## config.mk

```make
export PLATFORM = sky130hd
export DESIGN_NAME = upsp_top
export DESIGN_NICKNAME = d
export VERILOG_FILES = /design/src/logic/upsp_pkg.sv /design/src/logic/stream_in.sv /design/src/logic/upsampler.sv /design/src/logic/stream_out.sv /design/src/logic/upsp_top.sv
export SDC_FILE = /design/constraint.sdc
export NUM_CORES = 1
export LEC_CHECK = 0
export ABC_AREA = 1
export BUFFER_PORTS_ARGS = -buffer_cell sky130_fd_sc_hd__buf_2
export CAP_MARGIN = 5
export CORE_MARGIN = 2
export CORE_UTILIZATION = 58
export CTS_CLUSTER_DIAMETER = 200
export DETAILED_ROUTE_END_ITERATION = 8
export PLACE_DENSITY = 0.84
export SYNTH_ARGS = -nofsm -noshare
export SYNTH_HDL_FRONTEND = slang
export SYNTH_SLANG_ARGS = --single-unit
```

## constraint.sdc

```tcl
create_clock -name clk -period 7.75 [get_ports clk]
set_clock_uncertainty 0.1 [all_clocks]
set_input_delay 0.775 -clock clk [delete_from_list [all_inputs] [get_ports clk]]
set_output_delay 0.775 -clock clk [all_outputs]
set_load 0.02 [all_outputs]
```

## src/logic/upsp_pkg.sv

```systemverilog
// Shared definitions for the up-sampling input path
// Stream and pixel widths, frame size and counter width
// Beat struct passed between stream_in, upsampler and stream_out
// State encoding of the pixel-doubling FSM

`default_nettype none

package upsp_pkg;

	// Input AXI-Stream data width, only the low three bytes are RGB
	localparam int AXIS_DATA_W = 32;

	// One RGB pixel
	localparam int PIX_W = 24;

	// Largest input frame, output frame is twice as long
	localparam int FRAME_PIXELS = 8;

	// Wide enough to hold FRAME_PIXELS
	localparam int CNT_W = 4;

	// Pixel plus its end-of-frame flag
	typedef struct packed {
		logic [PIX_W-1:0] pix;
		logic             last;
	} pix_beat_t;

	// Up-sampler FSM states
	// Waiting for a pixel, then the two copies of it
	typedef enum logic [1:0] {
		UPSP_IDLE        = 2'd0,
		UPSP_EMIT_FIRST  = 2'd1,
		UPSP_EMIT_SECOND = 2'd2
	} upsp_state_e;

endpackage

`default_nettype wire

```

## src/logic/stream_in.sv

```systemverilog
// AXI-Stream slave at the input of the up-sampler
// Tracks whether the current frame is closed
// Drops the unused top byte and forwards pixel plus last

`default_nettype none

module stream_in (
	input  logic                               clk,
	input  logic                               rst_n,
	input  logic                               start,
	input  logic                               s_axis_valid,
	input  logic [upsp_pkg::AXIS_DATA_W-1:0]   s_axis_data,
	input  logic                               s_axis_last,
	output logic                               s_axis_ready,
	output logic                               in_valid,
	output upsp_pkg::pix_beat_t                in_beat,
	input  logic                               in_ready,
	input  logic                               frame_end
);
	import upsp_pkg::*;

	// High once a frame is complete, held until the next start
	logic frame_done;
	// Beat taken from the DMA on this edge
	logic s_accept;

	assign s_accept = s_axis_valid & s_axis_ready;

	// Frame state tracking
	always_ff @(posedge clk or negedge rst_n) begin
		if (!rst_n) begin
			frame_done <= 1'b0;
		end else if (s_accept & s_axis_last) begin
			// DMA delivered its final beat
			frame_done <= 1'b1;
		end else if (frame_end) begin
			// Up-sampler has emitted a full frame
			frame_done <= 1'b1;
		end else if (frame_done & start) begin
			// Reopen only from the closed state
			frame_done <= 1'b0;
		end
	end

	// Hold the DMA off while the frame is closed
	assign s_axis_ready = in_ready & ~frame_done;

	// Mask valid too, so the up-sampler sees a plain valid/ready accept
	assign in_valid = s_axis_valid & ~frame_done;

	// Only the low three bytes carry RGB
	assign in_beat.pix  = s_axis_data[PIX_W-1:0];
	assign in_beat.last = s_axis_last;

endmodule

`default_nettype wire

```

## src/logic/upsampler.sv

```systemverilog
// 2x horizontal nearest-neighbour up-sampler
// Latches one pixel and emits it twice
// Counts input pixels per frame and flags the frame end
// Pulses frame_end when the final output beat is taken

`default_nettype none

module upsampler (
	input  logic                clk,
	input  logic                rst_n,
	input  logic                in_valid,
	input  upsp_pkg::pix_beat_t in_beat,
	output logic                in_ready,
	output logic                up_valid,
	output upsp_pkg::pix_beat_t up_beat,
	input  logic                up_ready,
	output logic                frame_end
);
	import upsp_pkg::*;

	upsp_state_e state_q;
	upsp_state_e state_d;

	// Current pixel being doubled
	logic [PIX_W-1:0] pix_q;
	// Current pixel closes the frame
	logic             final_q;
	// Input pixels accepted in this frame
	logic [CNT_W-1:0] pix_cnt_q;

	logic in_accept;
	logic out_accept;
	logic second_copy;
	logic final_in;

	assign in_accept   = in_valid & in_ready;
	assign out_accept  = up_valid & up_ready;
	assign second_copy = (state_q == UPSP_EMIT_SECOND);

	// Incoming pixel ends the frame by flag or by count
	assign final_in = in_beat.last | (pix_cnt_q == CNT_W'(FRAME_PIXELS - 1));

	// Next state and handshake outputs
	always_comb begin
		state_d  = state_q;
		in_ready = 1'b0;
		up_valid = 1'b0;
		case (state_q)
			UPSP_IDLE: begin
				in_ready = 1'b1;
				if (in_accept) begin
					state_d = UPSP_EMIT_FIRST;
				end
			end
			UPSP_EMIT_FIRST: begin
				up_valid = 1'b1;
				if (up_ready) begin
					state_d = UPSP_EMIT_SECOND;
				end
			end
			UPSP_EMIT_SECOND: begin
				up_valid = 1'b1;
				// Take the next pixel while this copy leaves
				// Never past the end of a frame
				in_ready = up_ready & ~final_q;
				if (up_ready) begin
					if (in_accept) begin
						state_d = UPSP_EMIT_FIRST;
					end else begin
						state_d = UPSP_IDLE;
					end
				end
			end
			default: begin
				state_d = UPSP_IDLE;
			end
		endcase
	end

	always_ff @(posedge clk or negedge rst_n) begin
		if (!rst_n) begin
			state_q <= UPSP_IDLE;
		end else begin
			state_q <= state_d;
		end
	end

	// Frame-end flag follows each latched pixel
	always_ff @(posedge clk or negedge rst_n) begin
		if (!rst_n) begin
			final_q <= 1'b0;
		end else if (in_accept) begin
			final_q <= final_in;
		end
	end

	// Pixel counter, cleared once the frame has left
	always_ff @(posedge clk or negedge rst_n) begin
		if (!rst_n) begin
			pix_cnt_q <= '0;
		end else if (frame_end) begin
			pix_cnt_q <= '0;
		end else if (in_accept) begin
			pix_cnt_q <= pix_cnt_q + 1'b1;
		end
	end

	// Pixel payload
	always_ff @(posedge clk) begin
		if (in_accept) begin
			pix_q <= in_beat.pix;
		end
	end

	// Both copies carry the same pixel
	assign up_beat.pix  = pix_q;
	// last only on the second copy of the closing pixel
	assign up_beat.last = second_copy & final_q;

	assign frame_end = out_accept & second_copy & final_q;

endmodule

`default_nettype wire

```

## src/logic/stream_out.sv

```systemverilog
// Output slice for the master AXI-Stream port
// Main output register plus one skid entry
// Holds data stable under back-pressure at full throughput

`default_nettype none

module stream_out (
	input  logic                         clk,
	input  logic                         rst_n,
	input  logic                         up_valid,
	input  upsp_pkg::pix_beat_t          up_beat,
	output logic                         up_ready,
	output logic                         m_axis_valid,
	output logic [upsp_pkg::PIX_W-1:0]   m_axis_data,
	output logic                         m_axis_last,
	input  logic                         m_axis_ready
);
	import upsp_pkg::*;

	// Entry seen on the master port
	pix_beat_t out_q;
	logic      out_valid;
	// Overflow entry while the port is stalled
	pix_beat_t skid_q;
	logic      skid_valid;

	logic up_accept;
	// Output entry free or leaving this cycle
	logic out_free;

	assign up_accept = up_valid & up_ready;
	assign out_free  = m_axis_ready | ~out_valid;

	// Only a full skid entry stalls the up-sampler
	assign up_ready = ~skid_valid;

	// Valid bits of the two entries
	always_ff @(posedge clk or negedge rst_n) begin
		if (!rst_n) begin
			out_valid  <= 1'b0;
			skid_valid <= 1'b0;
		end else if (out_free) begin
			// Skid entry drains first to keep order
			out_valid  <= skid_valid | up_valid;
			skid_valid <= 1'b0;
		end else if (up_accept) begin
			skid_valid <= 1'b1;
		end
	end

	// Beat payloads
	always_ff @(posedge clk) begin
		if (out_free) begin
			out_q <= skid_valid ? skid_q : up_beat;
		end else if (up_accept) begin
			skid_q <= up_beat;
		end
	end

	assign m_axis_valid = out_valid;
	assign m_axis_data  = out_q.pix;
	assign m_axis_last  = out_q.last;

endmodule

`default_nettype wire

```

## src/logic/upsp_top.sv

```systemverilog
// Top level of the up-sampling input path
// stream_in gates the input frame
// upsampler doubles each pixel, stream_out drives the master port

`default_nettype none

module upsp_top (
	input  logic                             clk,
	input  logic                             rst_n,
	input  logic                             start,
	input  logic                             s_axis_valid,
	input  logic [upsp_pkg::AXIS_DATA_W-1:0] s_axis_data,
	input  logic                             s_axis_last,
	output logic                             s_axis_ready,
	output logic                             m_axis_valid,
	output logic [upsp_pkg::PIX_W-1:0]       m_axis_data,
	output logic                             m_axis_last,
	input  logic                             m_axis_ready
);
	import upsp_pkg::*;

	// stream_in to upsampler
	logic      in_valid;
	logic      in_ready;
	pix_beat_t in_beat;

	// upsampler to stream_out
	logic      up_valid;
	logic      up_ready;
	pix_beat_t up_beat;

	// Frame finished on the output side
	logic      frame_end;

	stream_in stream_in_inst (
		.clk          (clk),
		.rst_n        (rst_n),
		.start        (start),
		.s_axis_valid (s_axis_valid),
		.s_axis_data  (s_axis_data),
		.s_axis_last  (s_axis_last),
		.s_axis_ready (s_axis_ready),
		.in_valid     (in_valid),
		.in_beat      (in_beat),
		.in_ready     (in_ready),
		.frame_end    (frame_end)
	);

	upsampler upsampler_inst (
		.clk       (clk),
		.rst_n     (rst_n),
		.in_valid  (in_valid),
		.in_beat   (in_beat),
		.in_ready  (in_ready),
		.up_valid  (up_valid),
		.up_beat   (up_beat),
		.up_ready  (up_ready),
		.frame_end (frame_end)
	);

	stream_out stream_out_inst (
		.clk          (clk),
		.rst_n        (rst_n),
		.up_valid     (up_valid),
		.up_beat      (up_beat),
		.up_ready     (up_ready),
		.m_axis_valid (m_axis_valid),
		.m_axis_data  (m_axis_data),
		.m_axis_last  (m_axis_last),
		.m_axis_ready (m_axis_ready)
	);

endmodule

`default_nettype wire

```

==> metrics.csv <==
metric,value,unit
routed via count,1831,
final period utilization,34.22,%
relative slew slack,37.11,%
unrepaired setup endpoints after global routing,false,
NumNets Final,338,
CP peak stage delay,0.97,ns
Syn Nets,274,
pre-CTS setup slack,5.456,ns
CTS tree,yes,
pwr dens,421.4,nW/um2
# diodes,0,
Worst Hold Class,input port to async pin,
Seq cells post-synth,84,
Worst Setup Start Kind,register,
post-route ant nets,0,
fmax,377.1,MHz
"Req. time, crit path",6.88,ns
clk buf depth,2,
clk slew on worst S/H paths,0.08,ns
crit-path max FO,29,
# resized after CTS,0,
worst r2r src,stream_out_inst.skid_valid,
Tot Pwr,1.563,mW
Worst Tran Pin Value,0.9434,ns
DIE WIDTH,77.54,um
Sink Count,84,
Syn Area/Cell,13.64,um2
sequential area share after synthesis,78.82,%
Routed WL per cell,13.89,um
main area contributors after synthesis,"edfxtp_1 71%, nand2_1 11%, dfrtp_1 8.0%",
setup repair bufs after CTS,0,
"Clk Latency, worst-skew pair",0.34,ns
most frequent cells in the layout,"89 x nand2_1, 74 x edfxtp_1, 56 x buf_2",
"commonest non-fill, non-tap cell in the layout",nand2_1,
CP endpoint kind,primary output,
gr usage total,18.63,%
final slew viol count,0,
Layout Cells excl Fill,369,
Setup Viol. Count Final,0,
CP max-delay cell,dfrtp_1,
Crit. Startpoint,stream_out_inst.skid_valid,
worst setup margin,5.098,ns
dpl cells,353,
min Tclk post-route,2.652,ns
CP Class,register to primary output,
Synth Cell Area,3137,um2
Area after DPL,3496,um2
Gate Count Post-Synth,230,
number of CTS-inserted buffers,9,
"IR drop worst, VDD",0.2114,mV
fillers,340,
Ports,65,
Post-Route WL,5.127,mm
DP Wirelength,3.193,mm
status,"finished, final reports clean",
I/O Buffers,56,
Leak,1.598,nW
TNS Setup,0,ns
hold-fix buffers at CTS,0,
Overflow after GRT,0,
chip height,77.54,um
CORE AREA,5172,um2
Starting Density,60.64,%
Unique masters post-synth,20,
first-pass GRT wire length,8.224,mm
Seq. cell area,2472,um2
Placer Congestion,0.8135,
final instance area,3710,um2
Row Count,26,
DRC viols,0,
area of the multi-input gates,588.1,um2
Die Footprint,6012,um2
P&R area growth vs syn,18.27,%
Vias per Instance,4.962,
drt first pass iters,4,
yosys warns,0,
Final Hold Fails,0,
max_cap viols,0,
htree depth,3,
area share of the largest cell type after synthesis,70.84,%
DRT iter0 DRCs,173,
cells along the critical path,nor2_1 -> nand2_2 -> a21oi_1 -> buf_2,
layout cell share with drive strength beyond 1,27.42,%
Root Driver,clkbuf_8,
initial antenna violation count,0,
cell taking the most area after synthesis,edfxtp_1,
largest net degree at the start of global routing,30,
Critical Path AT,1.78,ns
number of global-route vias before repair,1798,
-- cells by family after synthesis --
| family | synth area share, % |
|---|---|
| simple gates | 14.48 |
| buf+inv | 2.513 |
| fa+ha+maj | 2.393 |
| flops | 78.82 |
| compound gates | 1.795 |
-- worst max-delay path: cells and delay by family, from the launching register on --
family	cells	cell delay [ns]
buffers and inverters	1	0.16
and+or+nand+nor	2	0.25
DFF	1	0.97
AOI/OAI and AO/OA	1	0.07
-- path summary, 6_finish.rpt --
| kind | endpoint | slack (ns) | depth (start not counted) |
|---|---|---|---|
| setup / recovery | s_axis_ready | 5.10 | 4 |
| hold / removal | upsampler_inst.final_q | 0.18 | 1 |
| setup reg to reg | stream_out_inst.skid_q[15] | 5.48 | 4 |
| hold reg to reg | stream_out_inst.skid_q[15] | 0.35 | 0 |
| max in group asynchronous | stream_in_inst.frame_done | 7.17 | 1 |
| min in group clk | stream_out_inst.skid_q[15] | 0.35 | 0 |
-- through the flow --
step	hold slack [ns]	util [%]
2_1_floorplan	0.3268	-
3_3_place_gp	0.3319	67.59
3_5_place_dp	0.3340	67.59
4_1_cts	0.1791	71.72
5_1_grt	0.1769	71.72
6_report	0.1824	71.72
-- area by class of cell --
type                       count  share of cell area [%]
inverter                      14                   1.417
multi-input combinational    127                   15.85
tap                           70                   2.361
timing repair buffer          58                   7.960
clock inverter                 6                   2.327
sequential                    84                   66.64
clock buffer                  10                   3.440
-- Yosys cell counts --
master and instances:
nor3_1 2, nor2_1 8, a21oi_1 1, o21ai_2 1, nand2_4 2, buf_4 1, o21ai_1 2, o21ai_0 5
clkbuf_1 1, nand2_1 89, nand2_2 4, edfxtp_1 74, o211ai_1 1, nand4_1 2, ha_1 6, inv_1 12
inv_2 2, dfrtp_1 10, buf_2 3, nand3_1 4
-- per-layer routing --
layer	global-route usage [%]	vias up	share of wire [%]
li1	-	904	-
met1	24.79	838	42
met2	28.96	79	49
met3	4.535	10	7.2
met4	9.464	0	2.0
met5	0	-	0
-- state kept, by name, summed over array words and instances (netlist names) --
name,cells
upsampler_inst.state_q,2
stream_out_inst.m_axis_valid,1
upsampler_inst.pix_q,24
stream_in_inst.frame_done,1
upsampler_inst.final_q,1
stream_out_inst.skid_q,25
upsampler_inst.pix_cnt_q,4
stream_out_inst.skid_valid,1
stream_out_inst.m_axis_last,1
stream_out_inst.m_axis_data,24
-- report_power, final --
part,internal (mW),switching (mW),total [mW],leakage (nW)
clock network,0.182,0.148,0.331,0.109
registers,0.704,0.0818,0.786,0.829
logic,0.133,0.314,0.447,0.660
total,1.02,0.544,1.56,1.60
(Power assumes the default switching activity.)
